## src/rtl/pipe_pkg.sv

```systemverilog
`default_nettype none

package pipe_pkg;

    localparam int xlen       = 32;
    localparam int xbytes     = xlen / 8;        // byte lanes per word
    localparam int reg_addr_w = 5;
    localparam int dmem_words = 256;
    localparam int dmem_aw    = $clog2(dmem_words);

    // where the writeback value comes from
    typedef enum logic [1:0] {
        src_alu = 2'b00,
        src_mem = 2'b01,
        src_pc4 = 2'b10,
        src_csr = 2'b11
    } wb_src_t;

    // reg_we lands on bit 2, src on bits 1:0
    typedef struct packed {
        logic    reg_we;
        wb_src_t src;
    } wb_ctrl_t;

    typedef logic [1:0] fwd_tag_t;   // forwarding/stall tag, passed through

endpackage

`default_nettype wire

```

## src/rtl/rv_isa_pkg.sv

```systemverilog
`default_nettype none

package rv_isa_pkg;

    // load width codes from the funct3 field
    typedef enum logic [2:0] {
        f3_lb  = 3'b000,
        f3_lh  = 3'b001,
        f3_lw  = 3'b010,
        f3_lbu = 3'b100,
        f3_lhu = 3'b101
    } funct3_t;

    // bit 0 marks a store, bit 1 a load
    typedef enum logic [1:0] {
        mem_none  = 2'b00,
        mem_store = 2'b01,
        mem_load  = 2'b10
    } mem_op_t;

    typedef enum logic [1:0] {
        dsize_byte = 2'b00,
        dsize_half = 2'b01,
        dsize_word = 2'b10
    } dsize_t;

    typedef logic [11:0] csr_addr_t;

    // machine-mode CSRs that exist in this core
    localparam csr_addr_t csr_mscratch = 12'h340;
    localparam csr_addr_t csr_mtvec    = 12'h305;
    localparam csr_addr_t csr_mepc     = 12'h341;
    localparam csr_addr_t csr_mcause   = 12'h342;

endpackage

`default_nettype wire

```

## src/rtl/csr_unit.sv

```systemverilog
`default_nettype none

module csr_unit
    import rv_isa_pkg::*, pipe_pkg::*;
(
    input  wire logic            clk,
    input  wire logic            rst,
    input  wire logic            keep,
    input  wire logic            nop,
    input  wire logic            csr_we,
    input  csr_addr_t            csr_addr,
    input  wire logic [xlen-1:0] csr_wdata,
    output logic [xlen-1:0]      csr_old_q
);

    logic [xlen-1:0] mscratch;
    logic [xlen-1:0] mtvec;
    logic [xlen-1:0] mepc;
    logic [xlen-1:0] mcause;
    logic [xlen-1:0] csr_old;

    // value before this cycle's write
    always_comb begin
        case (csr_addr)
            csr_mscratch: csr_old = mscratch;
            csr_mtvec:    csr_old = mtvec;
            csr_mepc:     csr_old = mepc;
            csr_mcause:   csr_old = mcause;
            default:      csr_old = '0;   // unimplemented reads zero
        endcase
    end

    always_ff @(posedge clk or negedge rst) begin
        if (!rst) begin
            mscratch <= '0;
            mtvec    <= '0;
            mepc     <= '0;
            mcause   <= '0;
        end else if (csr_we) begin
            case (csr_addr)
                csr_mscratch: mscratch <= csr_wdata;
                csr_mtvec:    mtvec    <= csr_wdata;
                csr_mepc:     mepc     <= csr_wdata;
                csr_mcause:   mcause   <= csr_wdata;
                default:      ;
            endcase
        end
    end

    // stage register for the read side, same rule as mem_access
    always_ff @(posedge clk or negedge rst) begin
        if (!rst) begin
            csr_old_q <= '0;
        end else if (keep) begin
            csr_old_q <= csr_old_q;
        end else if (nop) begin
            csr_old_q <= '0;
        end else begin
            csr_old_q <= csr_old;
        end
    end

endmodule

`default_nettype wire

```

## config.mk

```make
export PLATFORM = sky130hd
export DESIGN_NAME = csr_unit
export DESIGN_NICKNAME = d
export VERILOG_FILES = /design/src/rtl/pipe_pkg.sv /design/src/rtl/rv_isa_pkg.sv /design/src/rtl/csr_unit.sv
export SDC_FILE = /design/constraint.sdc
export NUM_CORES = 1
export LEC_CHECK = 0
export ABC_AREA = 1
export BUFFER_PORTS_ARGS = -buffer_cell sky130_fd_sc_hd__buf_4
export CAP_MARGIN = 25
export CORE_MARGIN = 2
export CORE_UTILIZATION = 46
export CTS_BUF_LIST = sky130_fd_sc_hd__clkbuf_16
export DETAILED_ROUTE_END_ITERATION = 6
export HOLD_SLACK_MARGIN = 0.02
export PLACE_DENSITY_LB_ADDON = 0.12
export SLEW_MARGIN = 20
export SYNTH_ARGS = -nofsm -noshare
export SYNTH_HDL_FRONTEND = slang
export SYNTH_SLANG_ARGS = --single-unit
```

## constraint.sdc

```tcl
create_clock -name clk -period 1 [get_ports clk]
set_clock_uncertainty 0.2 [all_clocks]
set_input_delay 0.2 -clock clk [delete_from_list [all_inputs] [get_ports clk]]
set_output_delay 0.2 -clock clk [all_outputs]
set_load 0.005 [all_outputs]
```

# After elaboration in Yosys (flattened, before gate mapping)
# Index checks and enable logic that the tools add are counted.
[word_totals] reg_bits=160 in_bits=49 out_inout_bits=32 wordCells=15
[classes] eq_ne=4 mux=2 n_reduce_logical=4
[op_table] op="32-bit case mux with 4 select lines" n=1
[op_table] op="12-bit by 10-bit == test with 1-bit output (second input constant)" n=4
[op_table] op="32-bit two-way mux" n=1
[op_table] op="2-bit AND reduction" n=4

# Logic depth before layout (Yosys ltp)
[logic_depth] word_depth=3 depth_mapped=12 ltp_nobuf=10

# Worst setup path after synthesis
# No wires, ideal clock.
[synth_path] kind="input to register" start="input port csr_addr[5]" end="register mepc[10]" setup_time_ns=0.130 arrival_time_ns=1.141 required_ns=0.670 setup_slack_ns=-0.471 stages=8 path_buffers=2 path_cell_list="nor2_1 -> nand2_1 -> nor2_1 -> buf_2 -> nand3_2 -> clkbuf_1 -> nand2_1 -> o21ai_0"
[synth_via] elab_chain_len=2
[synth_lines] item="from (decl)" line="csr_unit.sv:11" rtl="input csr_addr_t csr_addr,"
[synth_lines] item="12-bit by 10-bit == test with 1-bit output" line="csr_unit.sv:40" rtl="case (csr_addr)"
[synth_lines] item="2-bit AND reduction (no source line)"
[synth_lines] item="to (signal assigned)" line="csr_unit.sv:43" rtl="csr_mepc: mepc <= csr_wdata;"
[synth_lines] item="to (decl)" line="csr_unit.sv:18" rtl="logic [xlen-1:0] mepc;"
# Every way passes these cells.
# A chain may end at the register's enable or synchronous reset.

# Worst setup path in the final report
[layout_path] start="input port csr_addr[11]" end="register mscratch[3]"
[layout_via] elab_chain_len=2
[layout_lines] item="12-bit by 10-bit == test with 1-bit output" line="csr_unit.sv:40"
[layout_lines] item="2-bit AND reduction (no source line)"
[layout_lines] item="to (signal assigned)" line="csr_unit.sv:41" rtl="csr_mscratch: mscratch <= csr_wdata;"
[layout_lines] item="to (decl)" line="csr_unit.sv:16" rtl="logic [xlen-1:0] mscratch;"
# Every way passes these cells.

==> impl_metrics.tcl <==
set metrics [dict create \
    core_area_sq_um 15770 \
    reg2reg_depth 6 \
    cap_violations 0 \
    ant_nets 0 \
    placed_cell_area_sq_um 8600 \
    rsz0062_at_grt "true" \
    whs_ns -0.05317 \
    setup.worst_path.start_class "input pin" \
    vdd_drop_max_uv 1284 \
    cts.reportedPaths.clkPinSlew_ns 0.07 \
    layout_commonest_cell "nand2_1" \
    first_global_vias 7572 \
    io_pins 81 \
    hold_viol 13 \
    worstMarginPinSlew_ns 0.4726 \
    yosysWarnings 0 \
    crit_arrival_ns 1.57 \
    syn-num-nets 990 \
    synth_area_leader_cell "dfrtp_1" \
    drt_iter0_markers 683 \
    timing.critical_path.mode_cell "buf_12" \
    antenna_cells 0 \
    die_w_um 130.3 \
    synth_top_area_share_pct 54.52 \
    clockPowerShare_pct 47.3 \
    cellLeakagePower_nw 6.127 \
    die_h_um 130.3 \
    area_growth_pct 62.19 \
    holdBufCountCts 32 \
    end_kind "flip-flop" \
    nNetsFinal 1191 \
    path_class "in -> reg" \
    port_buffers 80 \
    hpwl_um 11220 \
    cp_max_fo 6 \
    netlist_area_sq_um 7343 \
    p_comb_share_pct 6.1 \
    grt_pass1_wl_um 42530 \
    clk_latency_ns 0.44 \
    filler_cell_count 1125 \
    design_area_sq_um 11910 \
    post-route-min-period_ns 1.434 \
    synthTopCellsByArea "dfrtp_1, nand2_1, nand3_1, o21ai_0, inv_1" \
    fin_crit_sh_pct 143.4 \
    power_density_nw_per_um2 1173 \
    die_area_sq_um 16990 \
    r2r_end "csr_old_q[23]" \
    synth-seq-cells 160 \
    root_buffer "clkbuf_16" \
    startpoint "csr_addr[11]" \
    intPower_mw 10.72 \
    numCtsBuffers 17 \
    p_switching_mw 3.251 \
    dr.pass1.iters 5 \
    drt-total-wl_um 27740 \
    postSynthAreaPerCell_sq_um 7.804 \
    status "complete, but fails checks" \
    max_freq_ghz 0.6975 \
    cp_slowest_cell "buf_12" \
    antenna_found_initial 0 \
    cp_cell_sequence "buf_4 -> nor2_4 -> nand2_2 -> nor2_4 -> buf_12 -> buf_12 -> buf_6 -> nand3_4 -> buf_12 -> buf_8 -> buf_16 -> nand2_2 -> o21ai_2" \
    rows 46 \
    place.gp.congestion 0.7825 \
    mostFrequentLayoutCells "nand2_1, dfrtp_1, inv_1, nand3_1, buf_4" \
    ys_seq_area_share_pct 54.52 \
    drive_gt1_share_pct 37.09 \
    setup_viol 192 \
    syn_inst 941 \
    dr_total_vias 7569 \
    reg2reg_slack_ns -0.16 \
    post-place-ws_ns -0.7646 \
    slew_headroom_pct 68.49 \
    ff_latch_area_sq_um 4004 \
    grt_start_max_net_pins 41 \
    remaining_drc_errors 0 \
    start_util_pct 46.56 \
    worstSetupEndpoint "mscratch[3]" \
    switching_share_pct 23.28 \
    slew_violations 0 \
    grt_util_all_layers_pct 34.08 \
    cp.required_ns 1.13 \
    vias_per_cell 5.525 \
    fin_ws_ns -0.4337 \
    critPathMaxStageDelay_ns 0.16 \
    wire_per_inst_um 20.25 \
    grt-ovfl-total 0 \
    pwr-share-seq_pct 46.6 \
    cts_htree_levels 4 \
    cts_tree "done" \
    crit-reg2reg-launch "mscratch[23]" \
    ys_types 14 \
    utilization_pct 75.52 \
    cts.sinks 160 \
    multi_input_area_sq_um 3545 \
    clockBufferDepth 2 \
    violations "negative hold slack, negative setup slack" \
    min_path_type "in -> async" \
]
[logic make-up after synthesis]
group                  Yosys count  share of synthesized area, %
DFF                            160                         54.52
buffers and inverters          165                         8.979
AOI/OAI and AO/OA              128                         8.724
and+or+nand+nor                488                         27.77
[worst min path at each step]
stage | slack (ns) | cells after the start | to
6_report | -0.05 | 2 | csr_old_q[8]
5_1_grt | -0.05 | 3 | mscratch[31]
4_1_cts | -0.09 | 3 | mepc[31]
3_5_place_dp | -0.16 | 1 | csr_old_q[5]
3_3_place_gp | -0.15 | 1 | csr_old_q[5]
2_1_floorplan | -0.30 | 0 | csr_old_q[0]
[power groups by stage]
stage | registers, mW | clock network [mW] | logic, mW
5_1_grt | 6.51 | 6.90 | 0.922
3_5_place_dp | 6.63 | 0 | 0.654
3_3_place_gp | 6.63 | 0 | 0.653
4_1_cts | 6.51 | 6.56 | 0.823
2_1_floorplan | 6.63 | 0 | 0.186
6_report | 6.51 | 6.61 | 0.848
[metal layers]
layer | global-route usage (%) | up-vias | share of wire (%)
met3 | 7.134 | 84 | 8.7
li1 | - | 3389 | -
met5 | 0 | - | 0
met2 | 55.93 | 402 | 49
met1 | 43.10 | 3694 | 38
met4 | 16.90 | 0 | 3.6
[final cells by class]
class / instances / area share, %
clock inverter: 14 / 1.261
tap: 216 / 2.269
clock buffer: 17 / 3.572
sequential: 160 / 33.62
multi-input combinational: 616 / 29.76
inverter: 108 / 3.488
timing repair buffer: 239 / 26.03
[registers in the layout, summed over array words and instances, names as in the netlist]
register,cells
csr_old_q,32
mcause,32
mscratch,32
mtvec,32
mepc,32
[cells in the mapped netlist (all sizes together)]
master  instances
nand3         134
nor2           16
inv           108
or2             1
nand2         337
o21ai         128
clkbuf         31
buf            26
dfrtp         160
[through the flow]
step                      hold slack (ns)  cells  total power [mW]  TNS, ns
final                            -0.05317   1370             13.97   -59.30
after global routing             -0.04517   1370             14.33   -69.21
after CTS                        -0.09024   1369             13.89   -59.26
after detailed placement          -0.1577   1217             7.280  -111.65
after global placement            -0.1544   1217             7.279  -107.49
after floorplan                   -0.2956    941             6.812   -57.29
[critical path, delay by kind of cell]
kind,cells,cell delay (ns)
AND/OR/NAND/NOR,5,0.42
buffers and inverters,7,0.88
AO/OA/AOI/OAI,1,0.05
[repair_timing]
item                       CTS  global route
setup endpoints to repair  192           192
setup buffers               55            12
gates cloned                34             2
resized for setup          251           150
pin swaps                   35            18
hold endpoints to repair   288            13
No activity file was read; power rests on OpenSTA's default activity.
