File: src/rtl/pipe_pkg.sv
`default_nettype none

package pipe_pkg;

    localparam int xlen       = 32;
    localparam int xbytes     = xlen / 8;        // byte lanes per word
    localparam int reg_addr_w = 5;
    localparam int dmem_words = 256;
    localparam int dmem_aw    = $clog2(dmem_words);

    // where the writeback value comes from
    typedef enum logic [1:0] {
        src_alu = 2'b00,
        src_mem = 2'b01,
        src_pc4 = 2'b10,
        src_csr = 2'b11
    } wb_src_t;

    // reg_we lands on bit 2, src on bits 1:0
    typedef struct packed {
        logic    reg_we;
        wb_src_t src;
    } wb_ctrl_t;

    typedef logic [1:0] fwd_tag_t;   // forwarding/stall tag, passed through

endpackage

`default_nettype wire

File: src/rtl/rv_isa_pkg.sv
`default_nettype none

package rv_isa_pkg;

    // load width codes from the funct3 field
    typedef enum logic [2:0] {
        f3_lb  = 3'b000,
        f3_lh  = 3'b001,
        f3_lw  = 3'b010,
        f3_lbu = 3'b100,
        f3_lhu = 3'b101
    } funct3_t;

    // bit 0 marks a store, bit 1 a load
    typedef enum logic [1:0] {
        mem_none  = 2'b00,
        mem_store = 2'b01,
        mem_load  = 2'b10
    } mem_op_t;

    typedef enum logic [1:0] {
        dsize_byte = 2'b00,
        dsize_half = 2'b01,
        dsize_word = 2'b10
    } dsize_t;

    typedef logic [11:0] csr_addr_t;

    // machine-mode CSRs that exist in this core
    localparam csr_addr_t csr_mscratch = 12'h340;
    localparam csr_addr_t csr_mtvec    = 12'h305;
    localparam csr_addr_t csr_mepc     = 12'h341;
    localparam csr_addr_t csr_mcause   = 12'h342;

endpackage

`default_nettype wire

File: src/rtl/dmem_if.sv
`default_nettype none

interface dmem_if
    import rv_isa_pkg::*, pipe_pkg::*;
();

    logic [xlen-1:0] daddr;
    logic            dreq;     // one-cycle strobe
    logic            dwrite;
    dsize_t          dsize;
    logic [xlen-1:0] wdata;    // store data, low bits
    logic [xlen-1:0] rdata;    // whole word, same cycle

    modport master (
        output daddr,
        output dreq,
        output dwrite,
        output dsize,
        output wdata,
        input  rdata
    );

    modport slave (
        input  daddr,
        input  dreq,
        input  dwrite,
        input  dsize,
        input  wdata,
        output rdata
    );

endinterface

`default_nettype wire

File: src/rtl/mem_access.sv
`default_nettype none

module mem_access
    import rv_isa_pkg::*, pipe_pkg::*;
(
    input  wire logic                  clk,
    input  wire logic                  rst,
    input  wire logic                  keep,
    input  wire logic                  nop,
    input  wb_ctrl_t                   wb_ctrl_in,
    input  mem_op_t                    mem_op,
    input  wire logic [xlen-1:0]       pc_plus4,
    input  wire logic [xlen-1:0]       alu_result,
    input  wire logic [xlen-1:0]       store_data,
    input  wire logic [reg_addr_w-1:0] rd_in,
    input  funct3_t                    funct3,
    input  dsize_t                     dsize,
    input  fwd_tag_t                   fwd_tag_in,
    output wb_ctrl_t                   wb_ctrl_out,
    output logic [reg_addr_w-1:0]      rd_out,
    output logic [xlen-1:0]            alu_result_q,
    output logic [xlen-1:0]            pc_plus4_q,
    output logic [xlen-1:0]            load_data_q,
    output fwd_tag_t                   fwd_tag_out,
    dmem_if.master                     dbus
);

    logic [xlen-1:0] rdata_shift;
    logic [xlen-1:0] load_ext;

    // the memory answers in this same cycle
    assign dbus.dreq   = |mem_op;
    assign dbus.dwrite = mem_op[0];
    assign dbus.daddr  = alu_result;
    assign dbus.dsize  = dsize;
    assign dbus.wdata  = store_data;

    assign rdata_shift = dbus.rdata >> {alu_result[1:0], 3'b000};   // wanted lane to bit 0

    always_comb begin
        load_ext = '0;
        if (mem_op == mem_load) begin
            case (funct3)
                f3_lb:   load_ext = {{(xlen-8){rdata_shift[7]}}, rdata_shift[7:0]};
                f3_lh:   load_ext = {{(xlen-16){rdata_shift[15]}}, rdata_shift[15:0]};
                f3_lw:   load_ext = rdata_shift;
                f3_lbu:  load_ext = {{(xlen-8){1'b0}}, rdata_shift[7:0]};
                f3_lhu:  load_ext = {{(xlen-16){1'b0}}, rdata_shift[15:0]};
                default: load_ext = '0;
            endcase
        end
    end

    // keep wins over nop
    always_ff @(posedge clk or negedge rst) begin
        if (!rst) begin
            wb_ctrl_out  <= '0;
            rd_out       <= '0;
            alu_result_q <= '0;
            pc_plus4_q   <= '0;
            load_data_q  <= '0;
            fwd_tag_out  <= '0;
        end else if (keep) begin
            wb_ctrl_out  <= wb_ctrl_out;
            rd_out       <= rd_out;
            alu_result_q <= alu_result_q;
            pc_plus4_q   <= pc_plus4_q;
            load_data_q  <= load_data_q;
            fwd_tag_out  <= fwd_tag_out;
        end else if (nop) begin
            wb_ctrl_out  <= '0;     // bubble
            rd_out       <= '0;
            alu_result_q <= '0;
            pc_plus4_q   <= '0;
            load_data_q  <= '0;
            fwd_tag_out  <= '0;
        end else begin
            wb_ctrl_out  <= wb_ctrl_in;
            rd_out       <= rd_in;
            alu_result_q <= alu_result;
            pc_plus4_q   <= pc_plus4;
            load_data_q  <= load_ext;
            fwd_tag_out  <= fwd_tag_in;
        end
    end

    // a write strobe on the bus only comes from a real store
    a_write_is_store: assert property (
        @(posedge clk) disable iff (!rst)
        dbus.dreq && dbus.dwrite |-> mem_op == mem_store
    );

    // upstream decode never hands over a reserved load width
    a_load_funct3: assert property (
        @(posedge clk) disable iff (!rst)
        mem_op == mem_load |-> funct3 inside {f3_lb, f3_lh, f3_lw, f3_lbu, f3_lhu}
    );

endmodule

`default_nettype wire

File: src/flat_wrapper.sv
// flat-port wrapper written by rule: the top's interface ports become plain ports
module mem_access_flat import rv_isa_pkg::*, pipe_pkg::*;
  (clk, rst, keep, nop, wb_ctrl_in, mem_op, pc_plus4, alu_result, store_data, rd_in, funct3, dsize, fwd_tag_in, wb_ctrl_out, rd_out, alu_result_q, pc_plus4_q, load_data_q, fwd_tag_out, dbus_daddr, dbus_dreq, dbus_dwrite, dbus_dsize, dbus_wdata, dbus_rdata);
  dmem_if dbus_i ();
  input  wire logic clk;
  input  wire logic rst;
  input  wire logic keep;
  input  wire logic nop;
  input  wb_ctrl_t wb_ctrl_in;
  input  mem_op_t mem_op;
  input  wire logic [xlen-1:0] pc_plus4;
  input  wire logic [xlen-1:0] alu_result;
  input  wire logic [xlen-1:0] store_data;
  input  wire logic [reg_addr_w-1:0] rd_in;
  input  funct3_t funct3;
  input  dsize_t dsize;
  input  fwd_tag_t fwd_tag_in;
  output wb_ctrl_t wb_ctrl_out;
  output logic [reg_addr_w-1:0] rd_out;
  output logic [xlen-1:0] alu_result_q;
  output logic [xlen-1:0] pc_plus4_q;
  output logic [xlen-1:0] load_data_q;
  output fwd_tag_t fwd_tag_out;
  output wire logic [$bits(dbus_i.daddr)-1:0] dbus_daddr;
  output wire logic [$bits(dbus_i.dreq)-1:0] dbus_dreq;
  output wire logic [$bits(dbus_i.dwrite)-1:0] dbus_dwrite;
  output wire logic [$bits(dbus_i.dsize)-1:0] dbus_dsize;
  output wire logic [$bits(dbus_i.wdata)-1:0] dbus_wdata;
  input wire logic [$bits(dbus_i.rdata)-1:0] dbus_rdata;
  assign dbus_daddr = dbus_i.daddr;
  assign dbus_dreq = dbus_i.dreq;
  assign dbus_dwrite = dbus_i.dwrite;
  assign dbus_dsize = dbus_i.dsize;
  assign dbus_wdata = dbus_i.wdata;
  assign dbus_i.rdata = dbus_rdata;
  mem_access u_core (.clk(clk), .rst(rst), .keep(keep), .nop(nop), .wb_ctrl_in(wb_ctrl_in), .mem_op(mem_op), .pc_plus4(pc_plus4), .alu_result(alu_result), .store_data(store_data), .rd_in(rd_in), .funct3(funct3), .dsize(dsize), .fwd_tag_in(fwd_tag_in), .wb_ctrl_out(wb_ctrl_out), .rd_out(rd_out), .alu_result_q(alu_result_q), .pc_plus4_q(pc_plus4_q), .load_data_q(load_data_q), .fwd_tag_out(fwd_tag_out), .dbus(dbus_i));
endmodule
File: config.mk
export PLATFORM = sky130hd
export DESIGN_NAME = mem_access_flat
export DESIGN_NICKNAME = d
export VERILOG_FILES = /design/src/rtl/pipe_pkg.sv /design/src/rtl/rv_isa_pkg.sv /design/src/rtl/dmem_if.sv /design/src/rtl/mem_access.sv /design/src/flat_wrapper.sv
export SDC_FILE = /design/constraint.sdc
export NUM_CORES = 1
export LEC_CHECK = 0
export ABC_AREA = 1
export BUFFER_PORTS_ARGS = -buffer_cell sky130_fd_sc_hd__buf_2
export CORE_UTILIZATION = 30
export DETAILED_ROUTE_END_ITERATION = 10
export PLACE_DENSITY_LB_ADDON = 0.25
export SETUP_SLACK_MARGIN = 0.5
export SYNTH_ARGS = -nofsm -noshare
export SYNTH_HDL_FRONTEND = slang
export SYNTH_SLANG_ARGS = --single-unit
File: constraint.sdc
create_clock -name clk -period 1.6 [get_ports clk]
set_input_delay 0.32 -clock clk [delete_from_list [all_inputs] [get_ports clk]]
set_output_delay 0.32 -clock clk [all_outputs]
set_load 0.02 [all_outputs]
# [Word-level counts from Yosys, hierarchy flattened]
# Cells that the tools add are included.
[word_totals] ff_bits=106 inputBits=149 out_inout_bits=174 elab_cells=23
[op_classes] n_eq_ne=5 n_shift=1 muxes=8 n_reduce_logical=2
[op_table] cell="32-bit case mux with 5 select lines" count=1
[op_table] cell="32-bit two-way mux" count=4
[op_table] cell="32-bit by 5-bit >> shifter with 32-bit output" count=1
[op_table] cell="3-bit equality test, second input constant" count=2
[op_table] cell="5-bit two-way mux" count=1
[op_table] cell="3-bit by 1-bit equality test with 1-bit output, second input constant" count=1
[op_table] cell="3-bit by 2-bit equality test with 1-bit output, second input constant" count=1
[op_table] cell="3-bit zero test" count=1
[op_table] cell="3-bit two-way mux" count=1
[op_table] cell="2-bit equality test, second input constant" count=1
[op_table] cell="2-bit two-way mux" count=1
[op_table] cell="2-bit OR reduction" count=1

# [Logic depth before layout (Yosys ltp)]
[depth] ltp_word=4 ltp_mapped=10 mapped_depth_nobuf=7

# [Worst setup path after synthesis]
# OpenSTA, ideal clock, no wires.
[synth_path] kind="input to register" startpoint="input alu_result[1]" endpoint="register u_core.load_data_q[29]" setup_ps=117 arrival_ps=1183 required_ps=1483 slack_ps=300 path_stages=8 n_path_buf=2 path_cell_list="buf_2 > inv_1 > nand3_1 > nand3_2 > buf_2 > nand3_1 > nand2_1 > nand2_1"
[synth_via] elab_chain_cells=4
[synth_rtl] item="from (decl)" line="flat_wrapper.sv:12" text="input wire logic [xlen-1:0] alu_result;"
[synth_rtl] item="32-bit by 5-bit >> shifter with 32-bit output" line="mem_access.sv:38" text="assign rdata_shift = dbus.rdata >> {alu_result[1:0], 3'b000};"
[synth_rtl] item="32-bit case mux with 5 select lines" line="mem_access.sv:43" text="case (funct3)"
[synth_rtl] item="32-bit two-way mux" line="mem_access.sv:42" text="if (mem_op == mem_load) begin"
[synth_rtl] item="32-bit two-way mux" line="mem_access.sv:70" text="end else if (nop) begin"
[synth_rtl] item="to (signal assigned)" line="mem_access.sv:68" text="load_data_q <= load_data_q;"
[synth_rtl] item="to (signal assigned)" line="mem_access.sv:82" text="load_data_q <= load_ext;"
[synth_rtl] item="to (decl)" line="mem_access.sv:23" text="output logic [xlen-1:0] load_data_q,"
# Every way passes these cells.
# A chain may end at the register's enable or synchronous reset.

# [Worst setup path after layout]
[layout_path] startpoint="register u_core.load_data_q[30]" endpoint="output load_data_q[30]"
[layout_lines] item="to (decl)" line="flat_wrapper.sv:22" text="output logic [xlen-1:0] load_data_q;"
# No word-level cell between the ends.

==> qor.yml <==
grt_use_met3_pct: 4.46
worst_pin_slew_ns: 0.697
critPathCaptureType: "output pin"
grt_use_total_pct: 17.7
postRouteWirelength_um: 16100
yosysMostFrequentCell: "nand2_1"
synth_top_cell_area_share_pct: 52.2
cap_violations: 0
synth-warning-count: 0
dieWidth_um: 132
hold_class: "in2reg"
cts_tree: "built"
p_clk_share_pct: 31.8
required_ns: 1.28
syn_area_per_cell_um2: 9.33
start_kind: "flip-flop"
worst_path_dominant_cell_family: "flip-flops"
seqPwrFrac_pct: 44.7
diodes: 0
first_pass_iters: 4
ant_nets: 0
use_met2_pct: 31.5
cts_sinks: 106
powerDensity_nw_per_um2: 860
cpPeakStageDelay_ns: 0.42
synth_nets: 694
ys_ff_latch: 106
ys_async_sr_fraction_pct: 100
cts_made_buffers: 9
cts_root_buffer: "clkbuf_16"
gr-total-overflow: 0
critPathArrivalTime_ns: 0.92
worstPathCellList: "buf_6"
holdWs_ns: 0.183
rows: 47
synth_flop_cell: "dfrtp_1"
via_count: 4860
yosys.cell_types.count: 20
total_leakage_power_nw: 4.26
dieArea_um2: 17500
wl_per_cell_um: 15.8
fp.dieH_um: 132
crit_path_top_delay_cell: "dfrtp_1"
rsz0062_at_grt: "yes"
post-route-min-period_ns: 1.24
max_freq_mhz: 807
ir_drop_mv: 0.469
grt_pass1_wl_um: 24500
syn_to_final_growth_pct: 51.3
grt_max_degree: 107
p_int_mw: 4.67
synth_area_um2: 5080
p_sw_mw: 1.94
drc: 0
path_buf_inv: 1
grt_pass1_vias: 4781
switching_share_pct: 29.4
synthTopCellsByCount: "181 x nand2_1, 106 x dfrtp_1, 72 x a22o_1, 69 x buf_4, 49 x nand3_1"
htree_levels: 3
clk_pin_slew_ns: 0.07
hold_violations: 0
drive_gt1_share_pct: 46.3
fin_skew_ns: 0
nets: 943
status: "complete, no violations"
cts_buffer_depth: 2
combPwrFrac_pct: 23.5
floorplan.initialDensity_pct: 30.7
hpwl_um: 10600
seq_area_frac_synth_pct: 52.2
finalMaxSlewViolations: 0
drtIter0Drc: 156
insertion_delay_ns: 0.34
relSlewSlack_pct: 53.5
path_class: "reg2out"
dpl-instance-area_um2: 6130
grtUsageMet1_pct: 20.6
busiest_layer: "met2"
finalCritPeriodShare_pct: 77.4
utilization_pct: 46.4
core-area_um2: 16600
synthCells: 545
port_buffers: 254
finalSetupViolations: 0
antenna_found_initial: 0
viasPerCell: 4.77
ys_top_cells_by_area: "dfrtp_1 52%, nand2_1 13%, a22o_1 12%"
setup_tns_ns: 0
synth_largest_area_cell: "dfrtp_1"
path_max_fanout: 2
pre_cts_ws_ns: -0.378
timing.final.ws_setup_ns: 0.361
stdcell_area_um2: 7690
place_congestion: 0.847
synth_edf_count: 0
num_io_pins: 323
## per-layer routing
metal / share of wire (%) / routed length [µm]
met1: 40 / 6440
met2: 51 / 8130
met3: 7.4 / 1190
met4: 2.0 / 323
met5: 0 / 0
## sequential cells by signal, indices dropped and copies added, names as in the netlist
name / cells
u_core.pc_plus4_q: 32
u_core.rd_out: 5
u_core.fwd_tag_out: 2
u_core.load_data_q: 32
u_core.alu_result_q: 32
u_core.wb_ctrl_out: 3
## power groups by stage
stage / clock network (mW) / registers, mW / logic [mW]
after floorplan: 0 / 3.17 / 0.624
after global placement: 0 / 2.96 / 1.18
after detailed placement: 0 / 2.97 / 1.19
after CTS: 2.16 / 2.95 / 1.46
after global routing: 2.30 / 2.97 / 1.66
final: 2.10 / 2.96 / 1.56
## area by class of cell
class                   instances  area, µm²
repair buffers                339       2660
inverters                       6       22.5
well taps                     220        275
flip-flops and latches        106       2650
clock inverters                 7       53.8
multi-input cells             332       1800
fillers                      1592       8890
clock buffers                   9        225
## path summary, 6_finish.rpt
| kind | startpoint | to | cells after the start | slack (ns) |
|---|---|---|---|---|
| setup / recovery | u_core.load_data_q[30] | load_data_q[30] | 1 | 0.36 |
| hold / removal | wb_ctrl_in[2] | u_core.wb_ctrl_out[2] | 2 | 0.18 |
| setup reg to reg | u_core.alu_result_q[10] | u_core.alu_result_q[10] | 3 | 0.61 |
| hold reg to reg | u_core.load_data_q[12] | u_core.load_data_q[12] | 2 | 0.51 |
| max in group asynchronous | rst | u_core.pc_plus4_q[23] | 3 | 0.62 |
| min in group asynchronous | rst | u_core.load_data_q[24] | 3 | 0.50 |
## cells by family after synthesis
| kind of cell | share of synthesized area (%) |
|---|---|
| buf+inv | 13.6 |
| compound gates | 13.7 |
| flops | 52.2 |
| simple gates | 20.5 |
## metrics by stage
step | cells | total power, mW
2_1_floorplan | 545 | 3.79
3_3_place_gp | 932 | 4.15
3_5_place_dp | 932 | 4.15
4_1_cts | 984 | 6.58
5_1_grt | 1019 | 6.94
6_report | 1019 | 6.61
## repair_timing
action | in CTS | in global routing
gates cloned | 1 | 1
gates resized for setup | 224 | 8
hold endpoints to repair | 47 | 0
hold buffers | 1 | 0
pin swaps | 3 | 3
setup endpoints to repair | 214 | 181
setup buffers | 34 | 34
## placed cells by master (no fill, tap or decap), types with 3 or more instances in the layout
master	n
buf_12	3
nand3_1	49
inv_1	3
buf_4	81
buf_6	111
nand2_1	179
inv_2	3
o211ai_1	7
nor2_1	9
dfrtp_1	106
buf_2	141
a22o_1	72
clkbuf_16	9
No activity file was read; power rests on OpenSTA's default activity.
