File: src/rtl/pipe_pkg.sv
`default_nettype none

package pipe_pkg;

    localparam int xlen       = 32;
    localparam int xbytes     = xlen / 8;        // byte lanes per word
    localparam int reg_addr_w = 5;
    localparam int dmem_words = 256;
    localparam int dmem_aw    = $clog2(dmem_words);

    // where the writeback value comes from
    typedef enum logic [1:0] {
        src_alu = 2'b00,
        src_mem = 2'b01,
        src_pc4 = 2'b10,
        src_csr = 2'b11
    } wb_src_t;

    // reg_we lands on bit 2, src on bits 1:0
    typedef struct packed {
        logic    reg_we;
        wb_src_t src;
    } wb_ctrl_t;

    typedef logic [1:0] fwd_tag_t;   // forwarding/stall tag, passed through

endpackage

`default_nettype wire

File: src/rtl/wb_select.sv
`default_nettype none

module wb_select
    import pipe_pkg::*;
(
    input  wb_ctrl_t                   wb_ctrl,
    input  wire logic [reg_addr_w-1:0] rd,
    input  wire logic [xlen-1:0]       alu_result,
    input  wire logic [xlen-1:0]       pc_plus4,
    input  wire logic [xlen-1:0]       load_data,
    input  wire logic [xlen-1:0]       csr_old,
    output logic                       wb_en,
    output logic [reg_addr_w-1:0]      wb_rd,
    output logic [xlen-1:0]            wb_data
);

    assign wb_en = wb_ctrl.reg_we && (rd != '0);   // x0 stays zero
    assign wb_rd = rd;

    always_comb begin
        case (wb_ctrl.src)
            src_alu: wb_data = alu_result;
            src_mem: wb_data = load_data;
            src_pc4: wb_data = pc_plus4;    // jal/jalr link
            src_csr: wb_data = csr_old;
            default: wb_data = alu_result;
        endcase
    end

endmodule

`default_nettype wire

File: config.mk
export PLATFORM = sky130hd
export DESIGN_NAME = wb_select
export DESIGN_NICKNAME = d
export VERILOG_FILES = /design/src/rtl/pipe_pkg.sv /design/src/rtl/wb_select.sv
export SDC_FILE = /design/constraint.sdc
export NUM_CORES = 1
export LEC_CHECK = 0
export BUFFER_PORTS_ARGS = -buffer_cell sky130_fd_sc_hd__buf_2
export CELL_PAD_IN_SITES_DETAIL_PLACEMENT = 1
export CELL_PAD_IN_SITES_GLOBAL_PLACEMENT = 1
export CORE_MARGIN = 5
export CORE_UTILIZATION = 16
export DETAILED_ROUTE_END_ITERATION = 10
export PLACE_DENSITY = 0.85
export SLEW_MARGIN = 20
export SYNTH_ARGS = -nofsm -noshare
export SYNTH_HDL_FRONTEND = slang
export SYNTH_SLANG_ARGS = --single-unit
File: constraint.sdc
create_clock -name vclk -period 1.66
set_input_delay 0.332 -clock vclk [all_inputs]
set_output_delay 0.332 -clock vclk [all_outputs]
set_load 0.005 [all_outputs]
After elaboration in Yosys (flattened, before gate mapping)
Index checks and enable logic that the tools add are counted.
- register bits: 0
- input port bits: 136
- output and inout bits: 38
- logic and storage cells: 7
- equal/unequal tests: 3
- mux-type cells: 1
- reduce and logical (&&, ||, !) cells: 3
- operator list (cell ; number):
    one-hot mux 32 bit (4 select lines) ; 1
    nonzero test 5 bit ; 1
    equality test 2 bit, second input constant ; 2
    equality test 2 x 1 -> 1 bit, second input constant ; 1
    logical NOT 2 bit ; 1
    logical AND 1 bit ; 1

Logic depth before layout (Yosys ltp)
Gate-level depths: netlist of run 1.
- depth after elaboration: 2
- depth in mapped cells: 3
- depth with buffers taken out: 2

Worst setup path after synthesis of run 1
No wires, ideal clock.
- path kind: input to output
- start point: input wb_ctrl[0] (netlist bit)
- end point: output wb_data[0]
- arrival time: 1.093 ns
- data required time: 1.328 ns
- path slack: 0.235 ns
- stages: 3
- buffers on the path: 2
- cells stage by stage: buf_6 buf_12 mux4_2
- longest elaborated chain between the ends: 2
- elaborated cells between the ends (all ways): 5
- those cells by class: eq/ne: 3; mux: 1; reduce/logical: 1
- ends and longest elaborated chain (what ; line ; RTL):
    start: declaration ; wb_select.sv:6 ; input wb_ctrl_t wb_ctrl,
    equality test 2 bit, or another cell as far along ; wb_select.sv:21 ; case (wb_ctrl.src)
    one-hot mux 32 bit (4 select lines) * ; wb_select.sv:21 ;
    end: declaration ; wb_select.sv:14 ; output logic [xlen-1:0] wb_data
Every way passes the cells marked *; elsewhere a longest branch is shown, timed or not.

Final worst setup path of run 1
- start point: input wb_ctrl[0] (netlist bit)
- end point: output wb_data[29]
The elaborated chain is that of the path after synthesis.

==> results of run 1 <==
-- report_power, final --
part	leakage (nW)	switching, mW	total, mW	internal [mW]
logic	0.971	0.173	0.499	0.326
registers	0	0	0	0
clock network	0	0	0	0
total	0.971	0.173	0.499	0.326
-- layer usage --
layer,track usage [%],vias up,routed length [um]
met5,0,-,0
met4,0.7310,0,31
met3,3.455,4,442
met2,30.37,71,3261
met1,16.07,606,1963
li1,-,570,-
-- cell families (layout without fill, tap and decap cells) --
logic type / Yosys count / count (layout)
buffers and inverters: 12 / 180
AO/OA/AOI/OAI: 1 / 1
AND/OR/NAND/NOR: 1 / 1
multiplexers: 32 / 32
-- synth_stat cells --
cell type	n	area share, %
buf_2	3	1.7
buf_4	5	4.3
o21a_1	1	0.87
or4_1	1	0.87
buf_12	3	6.9
mux4_2	30	78
mux4_1	2	6.1
buf_6	1	1.3
-- worst paths after layout --
check	startpoint	to	slack (ns)	cells past startpoint
setup / recovery	wb_ctrl[0]	wb_data[29]	0.08	4
hold / removal	rd[2]	wb_rd[2]	0.84	2
-- cell type report --
type	count	area, um^2
multi-input cells	34	743.2
repair buffers	180	1026
well taps	70	87.58
fillers	625	3316
-- timing repair --
item | in CTS | in global routing
gates resized for setup | 5 | 1
setup endpoints to repair | 22 | 2
gates cloned | 2 | 1
-- stage by stage --
step | util [%] | total power [mW] | setup WS (ns)
global placement | 34.06 | 0.4606 | -0.05914
finish | 35.90 | 0.4988 | 0.07613
detailed placement | 34.06 | 0.4764 | -0.06060
floorplan | - | 0.2138 | 0.2354
global route | 35.90 | 0.5353 | 0.01373
CTS | 35.32 | 0.4989 | 0.009243
==> run summary, run 1 <==
=====================================================================================
Result of the run ...................................................... complete, no violations
Number of buffer cells added on primary ports ..........................          174
Layout clock buffers ...................................................            0
Register area ..........................................................       0 um^2
Arrival @ worst endpoint ...............................................      1.25 ns
Critical path endpoint category ........................................  output port
Total of max-cap violations ............................................            0
I/O pins ...............................................................          174
Most frequent standard cell in the layout excluding fill and tap cells .        buf_2
Complex-gate fraction of the synthesized area ..........................      0.8658%
Via count of the routed design .........................................         1251
WS Path Type ........................................................... input port to output port
Biggest fanout along the worst timing path .............................            6
Yosys warns ............................................................            0
Class of the tightest hold or removal check ............................ input port to output port
Sequential cell area fraction in the yosys report ......................           0%
Sum of buffers and inverters on the critical path ......................            3
Crit-path max cell delay ...............................................      0.52 ns
Actual slew at the worst max-slew pin ..................................    0.1803 ns
Number of antenna cells inserted .......................................            0
Clock period minus worst slack .........................................     1.584 ns
Cell breakdown of the critical path .................................... buf_12 -> buf_12 -> mux4_1 -> buf_2
Cells after Synth ......................................................           46
Hold_ws ................................................................    0.8443 ns
Crit path launch type ..................................................   input port
Number of nets with antenna violations after detailed routing ..........            0
Half-perimeter wire length after detailed placement ....................      5141 um
Fin. Hold Viols ........................................................            0
Routed WL per cell .....................................................     20.07 um
Starting DRC count in detailed routing .................................           11
Synthesized net count ..................................................          182
Total congestion overflow ..............................................            0
Hold_buf cts ...........................................................            0
Number of vias per cell ................................................        4.405
Setup Viol. Count Final ................................................            0
Most Frequent Cell on Critical Path ....................................       buf_12
Number of global-route vias before repair ..............................         1457
CP top delay family .................................................... multiplexers
Commonest cells after routing, fill and taps aside ..................... 173 x buf_2, 30 x mux4_2, 4 x buf_12
Unrepaired setup endpoints after global routing ........................        false
Overall Global Routing Usage ...........................................       14.91%
Antenna violations before repair .......................................            0
Max rail drop VDD ......................................................   0.09988 mV
Final nets .............................................................          352
Die X ..................................................................     83.62 um
Critical Path RT .......................................................      1.33 ns
Die H ..................................................................     83.62 um
WL final ...............................................................      5700 um
Starting density of the core ...........................................       16.76%
Multiplexer area fraction after synthesis ..............................       83.98%
Netlist Area Pre-Place .................................................   867.1 um^2
Static leakage .........................................................    0.9709 nW
Dominant combinational cell family by area after synthesis ............. multiplexers
Share of the synthesized netlist area taken by xor and xnor gates ......           0%
# rows .................................................................           26
Final cell area excluding filler cells .................................    1857 um^2
Placed instance count ..................................................          281
Number of setup buffers added after CTS ................................            0
DRC violations left ....................................................            0
Final total negative setup slack .......................................         0 ns
Max Clk Rate ...........................................................   0.6314 GHz
Crit share post-route ..................................................       95.41%
Number of slew-limit violations in the final report ....................            0
Routability Congestion .................................................       0.8851
Count of placed standard cells in the final layout, fillers left out ...          284
Area share of fa/ha/maj cells after synthesis ..........................           0%
Post-synthesis share of cell area spent on and, or, nand and nor gates .      0.8658%
Synth-to-layout area growth ............................................       114.1%
Pre-antenna DRT Iters ..................................................            4
Mean area per synthesized cell .........................................   18.85 um^2
Placeable core area ....................................................    5172 um^2
Power Dens Cells ....................................................... 268.6 nW/um^2
Fraction of final layout cells sized beyond drive strength 1 ...........       98.13%
Seq Cell Count .........................................................            0
Crit-path slowest cell .................................................       mux4_1
Die Outline Area .......................................................    6991 um^2
Maximum number of pins on one net before global-route repair ...........           33
First-pass GRT wire length .............................................      8293 um
Worst-case headroom to the max-slew limit ..............................       87.98%
Placed inst area .......................................................    1762 um^2
Number of different library cells in the post-synthesis netlist ........            8
=====================================================================================
(Power assumes the default switching activity.)
==> run 2, diff against run 1 <==
--- a/config.mk
+++ b/config.mk
@@ -6,12 +6,14 @@
 export NUM_CORES = 1
 export LEC_CHECK = 0
 export BUFFER_PORTS_ARGS = -buffer_cell sky130_fd_sc_hd__buf_2
+export CAP_MARGIN = 20
 export CELL_PAD_IN_SITES_DETAIL_PLACEMENT = 1
 export CELL_PAD_IN_SITES_GLOBAL_PLACEMENT = 1
 export CORE_MARGIN = 5
 export CORE_UTILIZATION = 16
 export DETAILED_ROUTE_END_ITERATION = 10
 export PLACE_DENSITY = 0.85
+export RECOVER_POWER = 100
 export SLEW_MARGIN = 20
 export SYNTH_ARGS = -nofsm -noshare
 export SYNTH_HDL_FRONTEND = slang
==> run 2 against run 1 <==
Against the previous run: count of clock-buffer cells in the layout unchanged; combinational power decreased by 2%; critical path depth unchanged; global-route usage unchanged; highest routed layer unchanged; worst setup slack got worse by 0.0057 ns; utilization decreased by 0.51 points; hold slack about the same; wire length increased by 0.26%; sequential share of layout area unchanged.
==> run summary, run 2 (synthesis results as in run 1) <==
=====================================================================================
Result of the run ...................................................... complete, no violations
Switching Power ........................................................    0.1752 mW
Crit-path max cell delay ...............................................      0.53 ns
Comb pwr share .........................................................       100.0%
Crit share post-route ..................................................       95.76%
Most frequent standard cell in the layout excluding fill and tap cells .        buf_2
Class of the tightest hold or removal check ............................ input port to output port
Register area ..........................................................       0 um^2
Number of nets with antenna violations after detailed routing ..........            0
Overall Global Routing Usage ...........................................       14.91%
Via count of the routed design .........................................         1256
Actual slew at the worst max-slew pin ..................................    0.1787 ns
Unrepaired setup endpoints after global routing ........................        false
Cell breakdown of the critical path .................................... buf_12 -> buf_12 -> mux4_2 -> buf_2
Die Outline Area .......................................................    6991 um^2
Number of global-route vias before repair ..............................         1457
Number of antenna cells inserted .......................................            0
Setup Viol. Count Final ................................................            0
Starting density of the core ...........................................       16.76%
Seq Cell Count .........................................................            0
Total of max-cap violations ............................................            0
Critical Path RT .......................................................      1.33 ns
I/O pins ...............................................................          174
WS Path Type ........................................................... input port to output port
Net Sw Frac ............................................................       35.91%
WL final ...............................................................      5715 um
Worst path setup slack after routing ...................................   0.07042 ns
Critical path endpoint category ........................................  output port
Fraction of final layout cells sized beyond drive strength 1 ...........       88.32%
Cell internal pwr ......................................................    0.3127 mW
Routed WL per cell .....................................................     20.12 um
Pre-CTS setup slack ....................................................  -0.06060 ns
Commonest cells after routing, fill and taps aside ..................... 152 x buf_2, 30 x mux4_2, 21 x clkbuf_1
Starting DRC count in detailed routing .................................           16
Die X ..................................................................     83.62 um
Half-perimeter wire length after detailed placement ....................      5141 um
First-pass GRT wire length .............................................      8293 um
Total congestion overflow ..............................................            0
Number of vias per cell ................................................        4.423
Sequential fraction of design power ....................................           0%
Synth-to-layout area growth ............................................       111.1%
Pre-antenna DRT Iters ..................................................            4
Clock period minus worst slack .........................................     1.590 ns
Worst-case headroom to the max-slew limit ..............................       88.09%
Antenna violations before repair .......................................            0
Static leakage .........................................................    0.9130 nW
Power Dens Cells ....................................................... 266.5 nW/um^2
DRC violations left ....................................................            0
Maximum number of pins on one net before global-route repair ...........           33
Fin. Hold Viols ........................................................            0
Max Clk Rate ...........................................................   0.6291 GHz
Max rail drop VDD ......................................................   0.09918 mV
Number of buffer cells added on primary ports ..........................          174
Placeable core area ....................................................    5172 um^2
Arrival @ worst endpoint ...............................................      1.26 ns
Number of slew-limit violations in the final report ....................            0
Crit path launch type ..................................................   input port
Number of setup buffers added after CTS ................................            0
Hold_ws ................................................................    0.8444 ns
Most Frequent Cell on Critical Path ....................................       buf_12
# rows .................................................................           26
Crit-path slowest cell .................................................       mux4_2
Clock network fraction of total power ..................................           0%
Final nets .............................................................          352
Layout clock buffers ...................................................            0
Die H ..................................................................     83.62 um
Hold_buf cts ...........................................................            0
Routability Congestion .................................................       0.8851
Biggest fanout along the worst timing path .............................            6
=====================================================================================
## run 2: cell types whose count changed in the layout (fill, tap and decap cells not counted)
cell | before | now
buf_2 | 173 | 152
clkbuf_1 | 0 | 21
## run 2: worst max-delay path: cells and delay by family
kind | cells | cell delay, ns
buffers and inverters | 3 | 0.40
muxes | 1 | 0.53
## run 2: timing repair
item / 4_1_cts / 5_1_grt
endpoints found under the setup margin: 22 / 2
resized for setup: 5 / 1
pin swaps: 0 / 0
cloned: 2 / 1
## run 2: layout make-up
type / count / area, um^2
fillers: 636 / 3342
multi-input cells: 34 / 743.2
well taps: 70 / 87.58
repair buffers: 180 / 999.7
## run 2: through the flow
stage	util (%)	power, mW	setup TNS (ns)	cells	cell area, um^2
2_1_floorplan	-	0.2138	0	46	867.1
3_3_place_gp	34.06	0.4606	-0.3332	281	1762
3_5_place_dp	34.06	0.4764	-0.7330	281	1762
4_1_cts	35.32	0.4989	0	283	1827
5_1_grt	35.39	0.5248	0	284	1831
6_report	35.39	0.4879	0	284	1831
## run 2: metal layers
layer | up-vias | track usage (%) | routed length (um)
li1 | 570 | - | -
met5 | - | 0 | 0
met3 | 4 | 3.455 | 442
met2 | 71 | 30.37 | 3272
met4 | 0 | 0.7310 | 31
met1 | 611 | 16.07 | 1969
## run 2: power groups by stage
stage / Sequential [mW] / Combinational [mW] / Clock (mW)
floorplan: 0 / 0.214 / 0
CTS: 0 / 0.499 / 0
global route: 0 / 0.525 / 0
detailed placement: 0 / 0.476 / 0
finish: 0 / 0.488 / 0
global placement: 0 / 0.461 / 0
## run 2: final timing paths
check	start	to	slack, ns	cells past startpoint
worst min-delay path	rd[2]	wb_rd[2]	0.84	2
worst max-delay path	wb_ctrl[0]	wb_data[31]	0.07	4
==> run 3, diff against run 2 <==
--- a/config.mk
+++ b/config.mk
@@ -5,7 +5,7 @@
 export SDC_FILE = /design/constraint.sdc
 export NUM_CORES = 1
 export LEC_CHECK = 0
-export BUFFER_PORTS_ARGS = -buffer_cell sky130_fd_sc_hd__buf_2
+export BUFFER_PORTS_ARGS = -buffer_cell sky130_fd_sc_hd__buf_4
 export CAP_MARGIN = 20
 export CELL_PAD_IN_SITES_DETAIL_PLACEMENT = 1
 export CELL_PAD_IN_SITES_GLOBAL_PLACEMENT = 1
==> run 3 against run 2 <==
Against the previous run: critical path depth unchanged; count of clock-buffer cells in the layout unchanged; worst setup slack worse by 0.028 ns; first-iteration DRC count up 13%; global-route usage up 0.58 points; flip-flop and latch count unchanged; largest cell class unchanged; cell count down 0.35%; via count down 1.2%.
==> run summary, run 3 (synthesis results as in run 1) <==
=====================================================================================
Number of nets with antenna violations after detailed routing ..........            0
Pre-CTS setup slack ....................................................  -0.02110 ns
Max Clk Rate ...........................................................   0.6183 GHz
Seq Cell Count .........................................................            0
Hold_buf cts ...........................................................            0
Starting density of the core ...........................................       16.76%
Crit path launch type ..................................................   input port
Overall Global Routing Usage ...........................................       15.49%
Routed WL per cell .....................................................     20.86 um
Crit-path max cell delay ...............................................      0.51 ns
Clock period minus worst slack .........................................     1.617 ns
Total congestion overflow ..............................................            0
Clock network fraction of total power ..................................           0%
Sequential fraction of design power ....................................           0%
Via count of the routed design .........................................         1241
Pre-antenna DRT Iters ..................................................            3
Die H ..................................................................     83.62 um
Die Outline Area .......................................................    6991 um^2
Number of vias per cell ................................................        4.385
DRC violations left ....................................................            0
Commonest cells after routing, fill and taps aside ..................... 148 x buf_4, 30 x mux4_2, 21 x clkbuf_4
# rows .................................................................           26
Fin. Hold Viols ........................................................            0
Final cell area excluding filler cells .................................    2196 um^2
Total power ............................................................    0.5942 mW
CP top delay family .................................................... multiplexers
Max rail drop VDD ......................................................    0.1156 mV
Switching Power ........................................................    0.1691 mW
Fraction of final layout cells sized beyond drive strength 1 ...........       95.31%
Biggest fanout along the worst timing path .............................            8
Half-perimeter wire length after detailed placement ....................      5488 um
Cell breakdown of the critical path .................................... buf_8 -> buf_6 -> mux4_2 -> buf_4
Number of global-route vias before repair ..............................         1501
Min-delay src ..........................................................        rd[3]
Antenna violations before repair .......................................            0
Class of the tightest hold or removal check ............................ input port to output port
Setup Viol. Count Final ................................................            0
Crit share post-route ..................................................       97.43%
Critical path endpoint category ........................................  output port
Crit-path slowest cell .................................................       mux4_2
Final nets .............................................................          351
Placeable core area ....................................................    5172 um^2
Static leakage .........................................................     1.065 nW
Total of max-cap violations ............................................            0
First-pass GRT wire length .............................................      8473 um
WS Path Type ........................................................... input port to output port
Comb pwr share .........................................................       100.0%
Result of the run ...................................................... complete, no violations
Most frequent standard cell in the layout excluding fill and tap cells .        buf_4
Critical Path RT .......................................................      1.33 ns
Worst path setup slack after routing ...................................   0.04261 ns
Worst-case headroom to the max-slew limit ..............................       73.10%
Register area ..........................................................       0 um^2
WL final ...............................................................      5903 um
Unrepaired setup endpoints after global routing ........................        false
Synth-to-layout area growth ............................................       153.2%
Number of buffer cells added on primary ports ..........................          174
Number of slew-limit violations in the final report ....................            0
Arrival @ worst endpoint ...............................................      1.29 ns
Sum of buffers and inverters on the critical path ......................            3
Number of antenna cells inserted .......................................            0
Net Sw Frac ............................................................       28.45%
Die X ..................................................................     83.62 um
Starting DRC count in detailed routing .................................           18
I/O pins ...............................................................          174
Power Dens Cells ....................................................... 270.6 nW/um^2
Actual slew at the worst max-slew pin ..................................    0.4036 ns
Cell internal pwr ......................................................    0.4251 mW
Routability Congestion .................................................       0.8254
Critical Path Start ....................................................   wb_ctrl[0]
Layout clock buffers ...................................................            0
Placed inst area .......................................................    2192 um^2
Maximum number of pins on one net before global-route repair ...........           33
=====================================================================================
[run 3: path summary, 6_finish.rpt]
path	endpoint	slack, ns	depth (start not counted)
min	wb_rd[3]	0.86	2
max	wb_data[27]	0.04	4
[run 3: area by class of cell]
cell class	count	area, um^2
repair buffers	179	1365
fillers	576	2977
multi-input cells	34	743.2
well taps	70	87.58
[run 3: through the flow]
step	cells	TNS, ns	hold slack [ns]	util (%)
floorplan	46	0	0.7448	-
global placement	282	-0.05187	0.8373	42.38
detailed placement	282	-0.04851	0.8420	42.38
CTS	283	0	0.8419	43.06
global route	283	0	0.8686	42.45
finish	283	0	0.8614	42.45
[run 3: repair_timing]
action                                  4_1_cts  5_1_grt
endpoints found under the setup margin       14        2
buffers inserted                              0        0
resized for setup                             3        1
cloned                                        1        0
[run 3: per-layer routing]
layer | track usage [%] | wire (um) | vias to the layer above
met5 | 0 | 0 | -
met4 | 1.901 | 88 | 0
met3 | 3.949 | 416 | 6
met2 | 31.67 | 3417 | 73
met1 | 15.89 | 1980 | 597
li1 | - | - | 565
[run 3: power groups by stage]
| stage | combinational [mW] | sequential [mW] | clock, mW |
|---|---|---|---|
| final | 0.594 | 0 | 0 |
| after global placement | 0.599 | 0 | 0 |
| after global routing | 0.630 | 0 | 0 |
| after detailed placement | 0.612 | 0 | 0 |
| after CTS | 0.624 | 0 | 0 |
| after floorplan | 0.214 | 0 | 0 |
